## src/verilog/snd_pkg.sv

```systemverilog
//################################################
// shared types for the sound command board
// bus items, register fields, audio samples and the sequencer states
// modules refer to these by scoped name, snd_pkg::name
//################################################

package snd_pkg;

    // main cpu side
    typedef logic [7:0]  cmd_t;         // command byte from snd_latch

    // sound rom, address is {command, script index}
    typedef logic [11:0] rom_addr_t;
    typedef logic [7:0]  rom_data_t;

    // synthesizer register file
    // addr[3:2] channel, addr[1:0] field
    // field 0 freq low, 1 freq high + key-on, 2 volume, 3 pan
    typedef logic [3:0]  reg_addr_t;
    typedef logic [7:0]  reg_data_t;

    // one register write, moves from sequencer through the fifo
    typedef struct packed {
        reg_addr_t addr;
        reg_data_t data;
    } reg_write_t;

    // wishbone classic master request, write only link
    typedef struct packed {
        logic      cyc;
        logic      stb;
        logic      we;
        reg_addr_t adr;
        reg_data_t dat;
    } wb_req_t;

    typedef logic signed [15:0] sample_t;  // signed audio out

    localparam rom_data_t SCRIPT_END = 8'hFF;  // address byte that ends a script

    // sequencer fsm
    typedef enum logic [1:0] {
        idle,
        fetch_addr,
        fetch_data,
        post
    } seq_state_t;

endpackage
```

## src/verilog/sound_board.sv

```systemverilog
//################################################
// sound command board top level
// the main cpu writes snd_latch and pulses snd_irq;
// the sequencer plays the rom script into the fifo and
// the tone synthesizer turns it into stereo samples
//################################################

`timescale 1ns/1ps

module sound_board #(
    parameter int DEPTH      = 4,    // fifo words
    parameter int SAMPLE_DIV = 64,   // clocks per sample
    parameter int SCRIPT_LEN = 16    // bytes per script
) (
    input  logic               clk,
    input  logic               rst,
    // main cpu
    input  logic               snd_irq,
    input  snd_pkg::cmd_t      snd_latch,
    // sound rom
    output snd_pkg::rom_addr_t rom_addr,
    output logic               rom_cs,
    input  snd_pkg::rom_data_t rom_data,
    input  logic               rom_ok,
    // audio
    output snd_pkg::sample_t   snd_left,
    output snd_pkg::sample_t   snd_right,
    output logic               sample,
    output logic               busy
);

    snd_pkg::wb_req_t    wb_req;
    logic                wb_ack;
    logic                wr_valid;
    snd_pkg::reg_write_t wr_head;
    logic                wr_pop;
    logic                seq_idle;
    logic                fifo_empty;

    // falls only once the last write has left the fifo
    assign busy = !seq_idle || !fifo_empty;

    cmd_sequencer #(.SCRIPT_LEN(SCRIPT_LEN)) u_seq (
        .clk       ( clk        ),
        .rst       ( rst        ),
        .snd_irq   ( snd_irq    ),
        .snd_latch ( snd_latch  ),
        .busy_in   ( busy       ),
        .rom_addr  ( rom_addr   ),
        .rom_cs    ( rom_cs     ),
        .rom_data  ( rom_data   ),
        .rom_ok    ( rom_ok     ),
        .wb_req    ( wb_req     ),
        .wb_ack    ( wb_ack     ),
        .idle      ( seq_idle   )
    );

    reg_fifo #(.DEPTH(DEPTH)) u_fifo (
        .clk       ( clk        ),
        .rst       ( rst        ),
        .wb_req    ( wb_req     ),
        .wb_ack    ( wb_ack     ),  // back-pressure when full
        .wr_valid  ( wr_valid   ),
        .wr_head   ( wr_head    ),
        .wr_pop    ( wr_pop     ),
        .empty     ( fifo_empty )
    );

    tone_synth #(.SAMPLE_DIV(SAMPLE_DIV)) u_synth (
        .clk       ( clk        ),
        .rst       ( rst        ),
        .wr_valid  ( wr_valid   ),
        .wr_head   ( wr_head    ),
        .wr_pop    ( wr_pop     ),  // only on a sample tick
        .snd_left  ( snd_left   ),
        .snd_right ( snd_right  ),
        .sample    ( sample     )
    );

endmodule

```

## src/verilog/tone_synth.sv

```systemverilog
//################################################
// four channel square wave synthesizer
// a divider gives one sample tick every SAMPLE_DIV clocks;
// each tick takes at most one register write from the
// fifo, then sums the channel levels into left and right
//################################################

`timescale 1ns/1ps

module tone_synth #(
    parameter int SAMPLE_DIV = 64      // clocks per sample, at least 2
) (
    input  logic                clk,
    input  logic                rst,
    // register write port
    input  logic                wr_valid,
    input  snd_pkg::reg_write_t wr_head,
    output logic                wr_pop,
    // audio
    output snd_pkg::sample_t    snd_left,
    output snd_pkg::sample_t    snd_right,
    output logic                sample
);

    localparam int NCH = 4;
    localparam int DW  = $clog2(SAMPLE_DIV);

    // register fields, addr[1:0]
    localparam logic [1:0] FLD_FREQ_LO = 2'd0;
    localparam logic [1:0] FLD_FREQ_HI = 2'd1;  // also key-on
    localparam logic [1:0] FLD_VOL     = 2'd2;
    localparam logic [1:0] FLD_PAN     = 2'd3;

    typedef logic [15:0] phase_t;     // accumulator and increment
    typedef logic [3:0]  vol_t;
    typedef logic [1:0]  pan_t;       // bit 0 left, bit 1 right

    logic [DW-1:0]    div;
    logic             tick;
    phase_t           freq      [NCH];
    vol_t             vol       [NCH];
    pan_t             pan       [NCH];
    phase_t           phase     [NCH];
    phase_t           freq_nx   [NCH];
    vol_t             vol_nx    [NCH];
    pan_t             pan_nx    [NCH];
    phase_t           phase_cur [NCH];   // phase after any key-on
    snd_pkg::sample_t level     [NCH];
    snd_pkg::sample_t left_nx;
    snd_pkg::sample_t right_nx;

    // free running from reset release
    always_ff @(posedge clk) begin
        if (rst) begin
            div <= '0;
        end else begin
            div <= (div == DW'(SAMPLE_DIV - 1)) ? '0 : div + 1'b1;
        end
    end

    assign tick   = (div == DW'(SAMPLE_DIV - 1));
    assign sample = tick;               // same cycle as the tick
    assign wr_pop = tick & wr_valid;    // one write per sample

    // write applied first, the tick's output sees the new values
    always_comb begin
        left_nx  = '0;
        right_nx = '0;
        for (int ch = 0; ch < NCH; ch++) begin
            freq_nx[ch]   = freq[ch];
            vol_nx[ch]    = vol[ch];
            pan_nx[ch]    = pan[ch];
            phase_cur[ch] = phase[ch];
            if (wr_pop && wr_head.addr[3:2] == 2'(ch)) begin
                case (wr_head.addr[1:0])
                    FLD_FREQ_LO: freq_nx[ch][7:0] = wr_head.data;
                    FLD_FREQ_HI: begin
                        freq_nx[ch][15:8] = wr_head.data;
                        phase_cur[ch]     = '0;     // key-on restarts the wave
                    end
                    FLD_VOL: vol_nx[ch] = wr_head.data[3:0];
                    FLD_PAN: pan_nx[ch] = wr_head.data[1:0];
                    default: ;
                endcase
            end
            // +vol*256 in the first half period, -vol*256 in the second
            level[ch] = snd_pkg::sample_t'({4'd0, vol_nx[ch], 8'd0});
            if (phase_cur[ch][15]) begin
                level[ch] = -level[ch];
            end
            if (pan_nx[ch][0]) left_nx  = left_nx + level[ch];
            if (pan_nx[ch][1]) right_nx = right_nx + level[ch];
        end
    end

    always_ff @(posedge clk) begin
        if (rst) begin
            for (int ch = 0; ch < NCH; ch++) begin
                freq[ch]  <= '0;
                vol[ch]   <= '0;       // all muted
                pan[ch]   <= '0;
                phase[ch] <= '0;
            end
            snd_left  <= '0;
            snd_right <= '0;
        end else if (tick) begin
            for (int ch = 0; ch < NCH; ch++) begin
                freq[ch]  <= freq_nx[ch];
                vol[ch]   <= vol_nx[ch];
                pan[ch]   <= pan_nx[ch];
                phase[ch] <= phase_cur[ch] + freq_nx[ch]; // wraps mod 2^16
            end
            snd_left  <= left_nx;      // held until next tick
            snd_right <= right_nx;
        end
    end

endmodule

```

## src/verilog/reg_fifo.sv

```systemverilog
//################################################
// register write fifo
// wishbone classic slave on the write side, ack is
// withheld while full; read side is a valid/pop pair
// feeding the synthesizer one word per sample tick
//################################################

`timescale 1ns/1ps

module reg_fifo #(
    parameter int DEPTH = 4
) (
    input  logic                clk,
    input  logic                rst,
    // wishbone write slave
    input  snd_pkg::wb_req_t    wb_req,
    output logic                wb_ack,
    // read side
    output logic                wr_valid,
    output snd_pkg::reg_write_t wr_head,
    input  logic                wr_pop,
    output logic                empty
);

    localparam int PW = (DEPTH > 1) ? $clog2(DEPTH) : 1;  // pointer width
    localparam int CW = $clog2(DEPTH + 1);                // count width

    snd_pkg::reg_write_t mem [DEPTH];
    logic [PW-1:0] rd_ptr;
    logic [PW-1:0] wr_ptr;
    logic [CW-1:0] count;
    logic          full;
    logic          push;
    logic          pop;

    assign full     = (count == CW'(DEPTH));
    assign empty    = (count == '0);
    assign wr_valid = !empty;
    assign wr_head  = mem[rd_ptr];

    // ack only with a free slot, no look-through on a same-cycle pop
    assign wb_ack = wb_req.cyc & wb_req.stb & wb_req.we & !full;
    assign push   = wb_ack;             // stored in the ack cycle
    assign pop    = wr_pop & !empty;

    always_ff @(posedge clk) begin
        if (push) begin
            mem[wr_ptr] <= '{addr: wb_req.adr, data: wb_req.dat};
        end
    end

    always_ff @(posedge clk) begin
        if (rst) begin
            rd_ptr <= '0;
            wr_ptr <= '0;
            count  <= '0;
        end else begin
            if (push) begin
                wr_ptr <= (wr_ptr == PW'(DEPTH - 1)) ? '0 : wr_ptr + 1'b1; // wrap
            end
            if (pop) begin
                rd_ptr <= (rd_ptr == PW'(DEPTH - 1)) ? '0 : rd_ptr + 1'b1;
            end
            case ({push, pop})
                2'b10:   count <= count + 1'b1;
                2'b01:   count <= count - 1'b1;
                default: count <= count;     // both or neither
            endcase
        end
    end

endmodule

```

## src/verilog/cmd_sequencer.sv

```systemverilog
//################################################
// command sequencer, stands in for the sound cpu
// a rising snd_irq latches the command byte, then the
// register-write script at command*16 is read from the
// sound rom and each pair is posted as a wishbone write
//################################################

`timescale 1ns/1ps

module cmd_sequencer #(
    parameter int SCRIPT_LEN = 16      // max bytes per script, even, up to 16
) (
    input  logic               clk,
    input  logic               rst,
    // main cpu
    input  logic               snd_irq,
    input  snd_pkg::cmd_t      snd_latch,
    input  logic               busy_in,    // board busy, new commands ignored
    // sound rom
    output snd_pkg::rom_addr_t rom_addr,
    output logic               rom_cs,
    input  snd_pkg::rom_data_t rom_data,
    input  logic               rom_ok,
    // wishbone write master
    output snd_pkg::wb_req_t   wb_req,
    input  logic               wb_ack,
    output logic               idle
);

    snd_pkg::seq_state_t state;
    snd_pkg::cmd_t       cmd;       // latched command
    logic [3:0]          idx;       // byte index inside the script
    logic                last;      // current pair is the final one
    logic                irq_last;  // snd_irq one cycle ago
    logic                irq_rise;
    snd_pkg::reg_write_t pend;      // write waiting for ack

    assign irq_rise = snd_irq & ~irq_last;

    // rom request stays up through both fetch states
    // the address only moves on the rom_ok cycle
    assign rom_cs   = (state == snd_pkg::fetch_addr) || (state == snd_pkg::fetch_data);
    assign rom_addr = snd_pkg::rom_addr_t'({cmd, idx});
    assign idle     = (state == snd_pkg::idle);

    always_comb begin
        wb_req     = '0;
        wb_req.adr = pend.addr;
        wb_req.dat = pend.data;
        if (state == snd_pkg::post) begin // held until ack, drops the cycle after
            wb_req.cyc = 1'b1;
            wb_req.stb = 1'b1;
            wb_req.we  = 1'b1;
        end
    end

    always_ff @(posedge clk) begin
        if (rst) begin
            state    <= snd_pkg::idle;
            cmd      <= '0;
            idx      <= '0;
            last     <= 1'b0;
            irq_last <= 1'b0;
            pend     <= '0;
        end else begin
            irq_last <= snd_irq;
            case (state)
                snd_pkg::idle: begin
                    if (irq_rise && !busy_in) begin // edge while busy is dropped
                        cmd   <= snd_latch;
                        idx   <= '0;
                        last  <= 1'b0;
                        state <= snd_pkg::fetch_addr;
                    end
                end
                snd_pkg::fetch_addr: begin
                    if (rom_ok) begin
                        if (rom_data == snd_pkg::SCRIPT_END) begin
                            state <= snd_pkg::idle;    // end marker
                        end else begin
                            pend.addr <= rom_data[3:0]; // register in low nibble
                            idx       <= idx + 4'd1;
                            state     <= snd_pkg::fetch_data;
                        end
                    end
                end
                snd_pkg::fetch_data: begin
                    if (rom_ok) begin
                        pend.data <= rom_data;
                        last      <= (idx == 4'(SCRIPT_LEN - 1)); // script length reached
                        idx       <= idx + 4'd1;
                        state     <= snd_pkg::post;
                    end
                end
                snd_pkg::post: begin
                    if (wb_ack) begin
                        // fifo holds the word now
                        state <= last ? snd_pkg::idle : snd_pkg::fetch_addr;
                    end
                end
                default: state <= snd_pkg::idle;
            endcase
        end
    end

endmodule

```

## config.mk

```make
export PLATFORM = sky130hd
export DESIGN_NAME = sound_board
export DESIGN_NICKNAME = d
export VERILOG_FILES = /design/src/verilog/snd_pkg.sv /design/src/verilog/sound_board.sv /design/src/verilog/tone_synth.sv /design/src/verilog/reg_fifo.sv /design/src/verilog/cmd_sequencer.sv
export SDC_FILE = /design/constraint.sdc
export NUM_CORES = 1
export LEC_CHECK = 0
export BUFFER_PORTS_ARGS = -buffer_cell sky130_fd_sc_hd__buf_2
export CORE_ASPECT_RATIO = 1.5
export CORE_MARGIN = 2
export CORE_UTILIZATION = 25
export CTS_CLUSTER_DIAMETER = 80
export DETAILED_ROUTE_END_ITERATION = 8
export PLACE_DENSITY = 0.46
export SYNTH_ARGS = -nofsm -noshare
export SYNTH_HDL_FRONTEND = slang
export SYNTH_SLANG_ARGS = --single-unit
```

## constraint.sdc

```tcl
create_clock -name clk -period 6.1 [get_ports clk]
set_clock_uncertainty 0.05 [all_clocks]
set_input_delay 1.22 -clock clk [delete_from_list [all_inputs] [get_ports clk]]
set_output_delay 1.22 -clock clk [all_outputs]
set_load 0.03 [all_outputs]
```

==> results of run 1 <==
path summary, 6_finish.rpt:
check | to | cells after the start
setup / recovery | u_synth.snd_right[15] | 29
setup reg to reg | u_synth.snd_right[15] | 29
hold reg to reg | u_synth.snd_right[11] | 2
hold / removal | u_synth.snd_right[11] | 2
power by group:
part           switching, W  internal (W)  total (W)
sequential        0.0000295       0.00195    0.00198
clock              0.000786       0.00106    0.00185
combinational      0.000410      0.000326   0.000736
total               0.00123       0.00334    0.00457
cell type report:
cell class | instances | area [um^2] | share of cell area
clock buffers | 33 | 751 | 0.0379
clock inverters | 19 | 230 | 0.0116
inverters | 67 | 256 | 0.0129
multi-input cells | 1133 | 8740 | 0.441
flip-flops and latches | 259 | 7190 | 0.363
well taps | 812 | 1020 | 0.0512
repair buffers | 232 | 1640 | 0.0829
Yosys cell counts, types with 3 or more instances:
| cell type | count | area share |
|---|---|---|
| edfxtp_1 | 200 | 0.37 |
| nor2_1 | 174 | 0.040 |
| ha_1 | 119 | 0.092 |
| a21oi_1 | 113 | 0.035 |
| and2_1 | 109 | 0.042 |
| xnor2_1 | 77 | 0.042 |
| mux2_2 | 71 | 0.049 |
| inv_1 | 67 | 0.016 |
| nand2_1 | 61 | 0.014 |
| dfxtp_1 | 59 | 0.073 |
| clkbuf_1 | 52 | 0.012 |
| mux2i_1 | 50 | 0.031 |
| o21bai_1 | 41 | 0.019 |
| nor2b_1 | 40 | 0.015 |
| o21ai_0 | 37 | 0.011 |
| nand3_1 | 24 | 0.0074 |
| xor2_1 | 23 | 0.012 |
| a21o_1 | 17 | 0.0079 |
| buf_4 | 17 | 0.0079 |
| a211oi_1 | 16 | 0.0074 |
| and3_1 | 15 | 0.0058 |
| nor3_1 | 14 | 0.0043 |
| fa_1 | 11 | 0.014 |
| mux4_2 | 10 | 0.014 |
| o211ai_1 | 8 | 0.0037 |
| o21a_1 | 8 | 0.0037 |
| nand2b_1 | 7 | 0.0027 |
| or4_1 | 6 | 0.0028 |
| nand4_1 | 5 | 0.0019 |
| o31ai_1 | 5 | 0.0023 |
| o41ai_1 | 4 | 0.0022 |
| or3_1 | 4 | 0.0015 |
| mux2i_2 | 3 | 0.0026 |
| o211a_1 | 3 | 0.0019 |
| o21ai_1 | 3 | 0.00093 |
| or3b_2 | 3 | 0.0016 |
kinds of logic after synthesis:
| logic type | after synthesis | synth area share |
|---|---|---|
| simple gates | 476 | 0.148 |
| compound gates | 274 | 0.108 |
| buf+inv | 140 | 0.0376 |
| flops | 259 | 0.445 |
| other cells | 1 | 0.000232 |
| xor+xnor | 101 | 0.0556 |
| mux | 135 | 0.0986 |
| fa+ha+maj | 131 | 0.106 |
flip-flops by register name, indices dropped and copies added, names as in the netlist, named ones only:
| register | flops |
|---|---|
| u_synth.freq | 64 |
| u_synth.phase | 64 |
| u_fifo.mem | 48 |
| u_synth.vol | 16 |
| u_seq.wb_req | 12 |
| u_seq.cmd | 8 |
| u_synth.pan | 8 |
| u_synth.snd_left | 8 |
| u_synth.snd_right | 8 |
| u_synth.div | 6 |
| u_seq.idx | 4 |
| u_fifo.count | 3 |
| u_fifo.rd_ptr | 2 |
| u_fifo.wr_ptr | 2 |
| u_seq.irq_last | 1 |
| u_seq.last | 1 |
| u_seq.state | 1 |
layer usage:
| layer | global-route usage | wire, um | vias up | part of all wire |
|---|---|---|---|---|
| li1 | - | - | 5809 | - |
| met1 | 0.138 | 16800 | 5642 | 0.41 |
| met2 | 0.239 | 21700 | 175 | 0.53 |
| met3 | 0.0156 | 1310 | 64 | 0.032 |
| met4 | 0.0378 | 1190 | 0 | 0.029 |
| met5 | 0 | 0 | - | 0 |
worst max-delay path, delay by kind of cell, from the launching register on:
| family | cells | cell delay [ns] |
|---|---|---|
| simple gates | 7 | 1.65 |
| fa+ha+maj | 4 | 1.17 |
| flops | 1 | 0.36 |
| buf+inv | 1 | 0.04 |
| mux | 3 | 1.06 |
| xor+xnor | 5 | 0.70 |
| compound gates | 9 | 1.32 |
cell usage in the layout, fill, tap and decap left out, types with 40 or more instances in the layout:
master,instances
nand2_1,61
dfxtp_1,58
nor2b_1,40
o21bai_1,40
edfxtp_1,200
xnor2_1,71
mux2_2,70
buf_4,177
nor2_1,163
mux2i_1,45
inv_1,63
a21oi_1,95
buf_2,50
ha_1,114
and2_1,108
timing repair:
action | in CTS | in global routing
endpoints found under the setup margin | 8 | 8
endpoints found under the hold margin | 0 | 0
cloned | 0 | 0
gates resized for setup | 22 | 50
buffers inserted | 6 | 10
pin swaps | 17 | 21
per-stage QoR:
step,total power [W],worst slack (ns),setup TNS (ns),util
after floorplan,0.00250,-0.451,-0.451,-
after global placement,0.00271,-0.541,-1.89,0.288
after detailed placement,0.00272,-0.629,-2.47,0.288
after CTS,0.00460,-0.394,-0.766,0.305
after global routing,0.00476,-0.860,-2.63,0.309
final,0.00457,-0.407,-0.626,0.309
==> run_results.csv, run 1 <==
group,metric,value,unit
synth,synth_edf_count,200,
floorplanning,fp.coreArea,0.0642,mm^2
synth,ys_warn_count,0,
floorplanning,num_rows,114,
layout,diodes,0,
placement,port_buffers,50,
cts,cts_root_buffer,"clkbuf_16",
pwr,irDropWorstVdd,0.000186,V
synth,mappedNetlistArea,0.0162,mm^2
route,first_pass_iters,4,
layout,drive_gt1_frac,0.258,
synth,ys.flop_type,"edfxtp_1",
synth,ys_seq_elements,259,
critical_path,rrSetupSlack,-0.41,ns
layout,fin_area,0.0198,mm^2
sta,slew_headroom,0.307,
critical_path,crit_start,"u_fifo.mem[3][11]",
grt,grt_max_degree,84,
cts,cts_tree,"yes",
sta,finalCriticalPeriod,6.51,ns
floorplanning,die_h,315,um
min_path,hold_path_class,"flip-flop to flip-flop",
cts,clockBufferDepth,3,
floorplanning,die_area,0.0667,mm^2
layout,finalNetCount,1872,
synth,postSynthAreaPerCell,10.6,um^2
sta,min_period_over_period,1.07,
sta,hold_ws,0.431,ns
grt,grt_pass1_wl,65.0,mm
route,vias,11700,
grt,grt_overflow_total,0,
layout,instances_no_fill,2555,
sta,finalSetupViolCount,2,
critical_path,cp_max_fo,4,
synth,ys_seq_area_frac,0.445,
grt,antenna_found_initial,0,
layout,fillers,6646,
sta,hold_viol,0,
sta,slew_violations,0,
cts,cts_buffers,29,
route,drt.antenna.violating_nets,0,
route,drc,0,
placement,routabilityCongestion,0.848,
placement,hpwlAfterDp,29.1,mm
floorplanning,start_util,0.252,
critical_path,critPathKind,"flip-flop to flip-flop",
pwr,p_per_area,230,mW/mm^2
critical_path,slowest_delay,0.54,ns
critical_path,r2r-start,"u_fifo.mem[3][11]",
cts,cts.sinks,259,
critical_path,critPathLaunchType,"flip-flop",
outcome,status,"complete, but fails checks",
cts,htreeDepth,1,
synth,synth_cell_types,68,
cts,hold_buffers,0,
critical_path,cp.required,6.48,ns
sta,worst_slack,-0.407,ns
synth,postSynthCellCount,1517,
pwr,p_leak,8.08,nW
critical_path,crit_path_end_kind,"flip-flop",
cts,clk_pin_slew,0.07,ns
placement,dp.cells,2488,
grt,grt_usage,0.123,
critical_path,slowest_stage,"or4_1",
layout,area_growth_syn_to_layout,22.7,%
synth,async_flop_share,0,
route,avgRoutedWirePerCell,16.0,um
sta,fmax,0.154,GHz
floorplanning,ios,67,
grt,grt_pass1_vias,12100,
sta,worst_slew_pin_slew,1.01,ns
sta,grt_setup_unrepaired,"true",
floorplanning,die_w,212,um
critical_path,cp_common_cell,"xnor2_1",
cts,clk_latency,0.59,ns
placement,place_area,0.0185,mm^2
critical_path,arrival,6.89,ns
route,viasPerCell,4.58,
route,routed_wl,41.0,mm
outcome,violations,"setup timing",
job,drv_cap,0,
min_path,min_from,"u_synth.snd_right[11]",
route,initialDrtViolationCount,485,
Note: power is estimated with default switching activity, not from simulation.
==> run 2, diff against run 1 <==
--- a/config.mk
+++ b/config.mk
@@ -11,7 +11,8 @@
 export CORE_UTILIZATION = 25
 export CTS_CLUSTER_DIAMETER = 80
 export DETAILED_ROUTE_END_ITERATION = 8
-export PLACE_DENSITY = 0.46
+export GPL_TIMING_DRIVEN = 0
+export PLACE_DENSITY_LB_ADDON = 0.12
 export SYNTH_ARGS = -nofsm -noshare
 export SYNTH_HDL_FRONTEND = slang
 export SYNTH_SLANG_ARGS = --single-unit
==> run 2 against run 1 <==
The run still ends with setup timing left. Setup slack lost 0.47 ns. Largest power group unchanged. Flip-flop and latch count unchanged. Sequential share of layout area up 0.43 points. Clock power up 2%. Critical endpoint unchanged. Count of clock-buffer cells in the layout rose by 7. Design area is 1.1% lower.
==> run_results.csv, run 2 (synthesized netlist as in run 1, its figures left out) <==
group,metric,value,unit
outcome,status,"complete, but fails checks",
outcome,violations,"setup timing",
pwr,p_leak,7.74,nW
critical_path,critPathKind,"flip-flop to flip-flop",
grt,grt_pass1_vias,11800,
placement,place_area,0.0176,mm^2
cts,clk_latency,0.53,ns
grt,grt_overflow_total,0,
grt,grt_usage,0.137,
cts,cts.sinks,259,
floorplanning,die_area,0.0667,mm^2
critical_path,arrival,7.33,ns
critical_path,cp_max_fo,5,
critical_path,reg2reg_depth,32,
sta,hold_viol,0,
route,drc,0,
min_path,hold_path_class,"flip-flop to flip-flop",
sta,min_period_over_period,1.14,
sta,grt_setup_unrepaired,"true",
floorplanning,num_rows,114,
sta,slew_headroom,0.187,
cts,cts_buffers,34,
cts,cts_tree,"yes",
layout,multiInputGateArea,0.00908,mm^2
route,first_pass_iters,5,
sta,hold_ws,0.402,ns
route,routed_wl,45.2,mm
sta,worst_slack,-0.881,ns
sta,slew_violations,0,
sta,finalCriticalPeriod,6.98,ns
critical_path,cp.required,6.45,ns
layout,instances_no_fill,2503,
sta,worst_slew_pin_slew,1.19,ns
layout,fin_area,0.0196,mm^2
cts,clk_pin_slew,0.06,ns
placement,dp.cells,2394,
critical_path,slowest_stage,"or4_4",
layout,layout_common_cells,"200 x edfxtp_1, 165 x nor2_1, 111 x ha_1",
layout,drive_gt1_frac,0.217,
route,drt.antenna.violating_nets,0,
grt,antenna_found_initial,0,
placement,hpwlAfterDp,32.0,mm
sta,finalSetupViolCount,9,
pwr,power_switching,0.00125,W
layout,diodes,0,
pwr,pwr-share-comb,0.152,
job,drv_cap,0,
pwr,p_per_area,233,mW/mm^2
placement,dp_slack,-2.19,ns
cts,cts_root_buffer,"clkbuf_16",
pwr,intPower,0.00333,W
layout,top_regs,"u_synth.freq: 64 flops, u_synth.phase: 64 flops, u_fifo.mem: 48 flops",
critical_path,crit_path_end_kind,"flip-flop",
route,avgRoutedWirePerCell,18.1,um
layout,finalNetCount,1818,
layout,final_common_cell,"edfxtp_1",
critical_path,rrSetupSlack,-0.88,ns
floorplanning,die_h,315,um
placement,routabilityCongestion,0.768,
floorplanning,fp.coreArea,0.0642,mm^2
pwr,switching_share,0.273,
layout,fillers,6694,
grt,grt_pass1_wl,70.1,mm
sta,fmax,0.143,GHz
route,vias,11500,
cts,clockBufferDepth,3,
floorplanning,start_util,0.252,
route,viasPerCell,4.59,
pwr,irDropWorstVdd,0.000186,V
critical_path,slowest_delay,0.58,ns
pwr,p_clk_frac,0.414,
floorplanning,ios,67,
critical_path,worst_r2r_endpoint,"u_synth.snd_right[15]",
route,initialDrtViolationCount,400,
placement,port_buffers,49,
floorplanning,die_w,212,um
layout,area_growth_syn_to_layout,21.3,%
cts,htreeDepth,2,
critical_path,cp-endpoint,"u_synth.snd_right[15]",
pwr,power_frac_seq,0.434,
layout,seqCellArea,0.00719,mm^2
critical_path,critPathLaunchType,"flip-flop",
grt,grt_max_degree,102,
==> run 2: worst min-delay path by stage <==
| stage | cells past startpoint | start | to |
|---|---|---|---|
| after floorplan | 1 | u_synth.div[0] | u_synth.div[0] |
| after global placement | 1 | u_synth.div[0] | u_synth.div[0] |
| after detailed placement | 2 | u_synth.snd_right[11] | u_synth.snd_right[11] |
| after CTS | 2 | u_synth.snd_right[11] | u_synth.snd_right[11] |
| after global routing | 2 | u_synth.snd_right[14] | u_synth.snd_right[14] |
| final | 2 | u_synth.snd_right[14] | u_synth.snd_right[14] |
==> run 2: critical path, delay by kind of cell, from the launching register on <==
| family | cells | cell delay [ns] |
|---|---|---|
| AO/OA/AOI/OAI | 11 | 1.83 |
| XOR/XNOR | 6 | 1.03 |
| adder cells (fa/ha/maj) | 3 | 0.69 |
| buffers and inverters | 5 | 0.60 |
| flip-flops | 1 | 0.37 |
| multiplexers | 2 | 0.82 |
| AND/OR/NAND/NOR | 5 | 1.42 |
==> run 2: layout make-up <==
| class | instances | area share |
|---|---|---|
| inverters | 67 | 0.0133 |
| flip-flops and latches | 259 | 0.367 |
| clock buffers | 40 | 0.0456 |
| multi-input cells | 1134 | 0.463 |
| well taps | 812 | 0.0518 |
| repair buffers | 102 | 0.0347 |
| clock inverters | 19 | 0.00625 |
| plain buffers | 70 | 0.0185 |
==> run 2: metal layers <==
metal  part of all wire  routed length (um)  GRT usage
met1               0.40               18200      0.156
met2               0.54               24400      0.260
met3              0.025                1130     0.0177
met4              0.032                1440     0.0496
met5                  0                   0          0
==> run 2: what timing repair did <==
| action | CTS | global route |
|---|---|---|
| hold buffers | 0 | 0 |
| cloned | 0 | 1 |
| setup buffers | 37 | 15 |
| setup endpoints to repair | 39 | 32 |
| resized for setup | 85 | 59 |
| endpoints found under the hold margin | 0 | 0 |
| pin swaps | 38 | 32 |
==> run 2: power groups by stage <==
stage / Combinational [W] / Sequential [W] / Clock (W)
final: 0.000696 / 0.00198 / 0.00189
after global routing: 0.000776 / 0.00199 / 0.00202
after CTS: 0.000681 / 0.00198 / 0.00197
after detailed placement: 0.000638 / 0.00202 / 0
after global placement: 0.000631 / 0.00203 / 0
after floorplan: 0.000468 / 0.00203 / 0
==> run 2: per-stage QoR <==
| step | utilization | setup TNS (ns) | power, W |
|---|---|---|---|
| 6_report | 0.305 | -2.03 | 0.00457 |
| 2_1_floorplan | - | -0.451 | 0.00250 |
| 5_1_grt | 0.305 | -8.34 | 0.00479 |
| 3_5_place_dp | 0.274 | -25.42 | 0.00266 |
| 3_3_place_gp | 0.273 | -297.71 | 0.00266 |
| 4_1_cts | 0.300 | -6.74 | 0.00463 |
==> run 3, diff against run 2 <==
--- a/config.mk
+++ b/config.mk
@@ -13,6 +13,7 @@
 export DETAILED_ROUTE_END_ITERATION = 8
 export GPL_TIMING_DRIVEN = 0
 export PLACE_DENSITY_LB_ADDON = 0.12
+export SETUP_SLACK_MARGIN = 0.05
 export SYNTH_ARGS = -nofsm -noshare
 export SYNTH_HDL_FRONTEND = slang
 export SYNTH_SLANG_ARGS = --single-unit
==> run 3 against run 2 <==
The run still ends with setup timing left. Hold slack lost 0.0025 ns. Register-to-register slack lost 0.13 ns. Routed wire length shrank 0.48%. Via count shrank 0.11%. First-iteration DRC count grew 2.8%. Power shrank 1.3%. Design area grew 0.64%. Core utilization grew 0.19 points. Clock power shrank 3%. Count of clock-buffer cells in the layout grew 7. Critical path depth grew 1. Maximum frequency shrank 1.8%. Critical endpoint unchanged. Largest cell class unchanged.
==> run_results.csv, run 3 (synthesized netlist as in run 1, its figures left out) <==
group,metric,value,unit
layout,area_growth_syn_to_layout,22.1,%
placement,routabilityCongestion,0.754,
floorplanning,die_area,0.0667,mm^2
grt,grt_overflow_total,0,
job,drv_cap,0,
pwr,p_per_area,229,mW/mm^2
critical_path,reg2reg_depth,33,
sta,min_period_over_period,1.16,
sta,hold_viol,0,
critical_path,critPathLaunchType,"flip-flop",
sta,finalCriticalPeriod,7.11,ns
route,initialDrtViolationCount,411,
route,viasPerCell,4.56,
cts,clockBufferDepth,3,
grt,grt_pass1_vias,11800,
layout,seqCellArea,0.00719,mm^2
sta,grt_setup_unrepaired,"true",
critical_path,rrSetupSlack,-1.01,ns
layout,top_regs,"u_synth.freq: 64 flops, u_synth.phase: 64 flops, u_fifo.mem: 48 flops",
cts,hold_buffers,0,
pwr,irDropWorstVdd,0.000198,V
cts,clk_pin_slew,0.06,ns
critical_path,worst_r2r_endpoint,"u_synth.snd_right[15]",
grt,grt_max_degree,92,
floorplanning,fp.coreArea,0.0642,mm^2
cts,cts_tree,"yes",
outcome,violations,"setup timing",
cts,cts_root_buffer,"clkbuf_16",
layout,diodes,0,
floorplanning,ios,67,
route,routed_wl,45.0,mm
pwr,p_leak,7.85,nW
cts,cts_buffers,30,
floorplanning,num_rows,114,
sta,slew_headroom,0.221,
min_path,min_from,"u_synth.snd_right[11]",
layout,drive_gt1_frac,0.235,
floorplanning,die_h,315,um
layout,multiInputGateArea,0.00908,mm^2
floorplanning,die_w,212,um
cts,cts.sinks,259,
route,drc,0,
sta,fmax,0.141,GHz
sta,worst_slew_pin_slew,1.14,ns
layout,final_common_cell,"edfxtp_1",
critical_path,critPathTopFamily,"simple AND/OR/NAND/NOR gates",
layout,finalNetCount,1829,
grt,grt_usage,0.135,
outcome,status,"complete, but fails checks",
layout,fillers,6703,
placement,hpwlAfterDp,32.2,mm
critical_path,slowest_delay,0.53,ns
min_path,worst_hold_path.endpoint,"u_synth.snd_right[11]",
layout,post-route-util,0.307,
critical_path,critPathBufInv,5,
min_path,whs_path_depth,2,
sta,finalSetupViolCount,5,
cts,clk_latency,0.60,ns
critical_path,critPathKind,"flip-flop to flip-flop",
min_path,hold_path_class,"flip-flop to flip-flop",
critical_path,arrival,7.51,ns
critical_path,cp_max_fo,6,
sta,slew_violations,0,
floorplanning,start_util,0.252,
sta,fin_tns_setup,-2.20,ns
grt,grt_pass1_wl,69.6,mm
route,vias,11500,
cts,htreeDepth,1,
route,avgRoutedWirePerCell,17.9,um
grt,antenna_found_initial,0,
critical_path,slowest_stage,"mux4_2",
sta,worst_slack,-1.01,ns
sta,hold_ws,0.400,ns
layout,layout_common_cells,"200 x edfxtp_1, 161 x nor2_1, 112 x ha_1",
route,drt.antenna.violating_nets,0,
critical_path,cp.required,6.50,ns
critical_path,crit_path_end_kind,"flip-flop",
route,first_pass_iters,6,
placement,port_buffers,49,
run 3: area by class of cell:
type                    count  share of cell area
multi-input cells        1133               0.460
clock inverters             9             0.00349
inverters                  67              0.0133
flip-flops and latches    259               0.364
repair buffers            117              0.0400
clock buffers              47              0.0472
plain buffers              71              0.0201
well taps                 812              0.0515
run 3: timing repair:
action | 4_1_cts | 5_1_grt
pin swaps | 34 | 34
endpoints found under the setup margin | 42 | 26
setup buffers | 33 | 34
resized for setup | 106 | 57
run 3: stage by stage:
step | std cells | power, W | cell area (um^2) | worst slack [ns]
floorplan | 1532 | 0.00250 | 16300 | -0.451
detailed placement | 2394 | 0.00266 | 17600 | -2.24
global placement | 2393 | 0.00266 | 17500 | -2.23
CTS | 2483 | 0.00457 | 19300 | -1.10
global route | 2515 | 0.00472 | 19700 | -1.36
finish | 2515 | 0.00451 | 19700 | -1.01
run 3: where the power goes:
| part | switching [W] | total (W) | internal, W |
|---|---|---|---|
| combinational | 0.000417 | 0.000698 | 0.000280 |
| clock | 0.000781 | 0.00183 | 0.00105 |
| sequential | 0.0000311 | 0.00198 | 0.00195 |
| total | 0.00123 | 0.00451 | 0.00328 |
run 3: worst max path at each step:
stage,slack [ns],to,cells after the start
3_5_place_dp,-2.24,u_synth.snd_right[15],31
4_1_cts,-1.10,u_synth.snd_right[15],35
3_3_place_gp,-2.23,u_synth.snd_right[15],31
2_1_floorplan,-0.45,u_synth.snd_right[15],31
6_report,-1.01,u_synth.snd_right[15],33
5_1_grt,-1.36,u_synth.snd_right[15],33
run 3: routing by layer:
layer / up-vias / part of all wire / global-route usage
met5: - / 0 / 0
met4: 0 / 0.020 / 0.0328
met3: 48 / 0.024 / 0.0145
met2: 148 / 0.54 / 0.265
met1: 5562 / 0.41 / 0.155
li1: 5715 / - / -
run 3: worst reg2reg max path, delay by kind of cell (launching register included):
kind                       cells  cell delay (ns)
muxes                          3             0.99
xor gates and xnor gates       5             0.96
buffers and inverters          5             0.49
DFF                            1             0.32
AOI/OAI and AO/OA              9             1.29
and+or+nand+nor                7             1.75
adders and majority gates      4             1.11
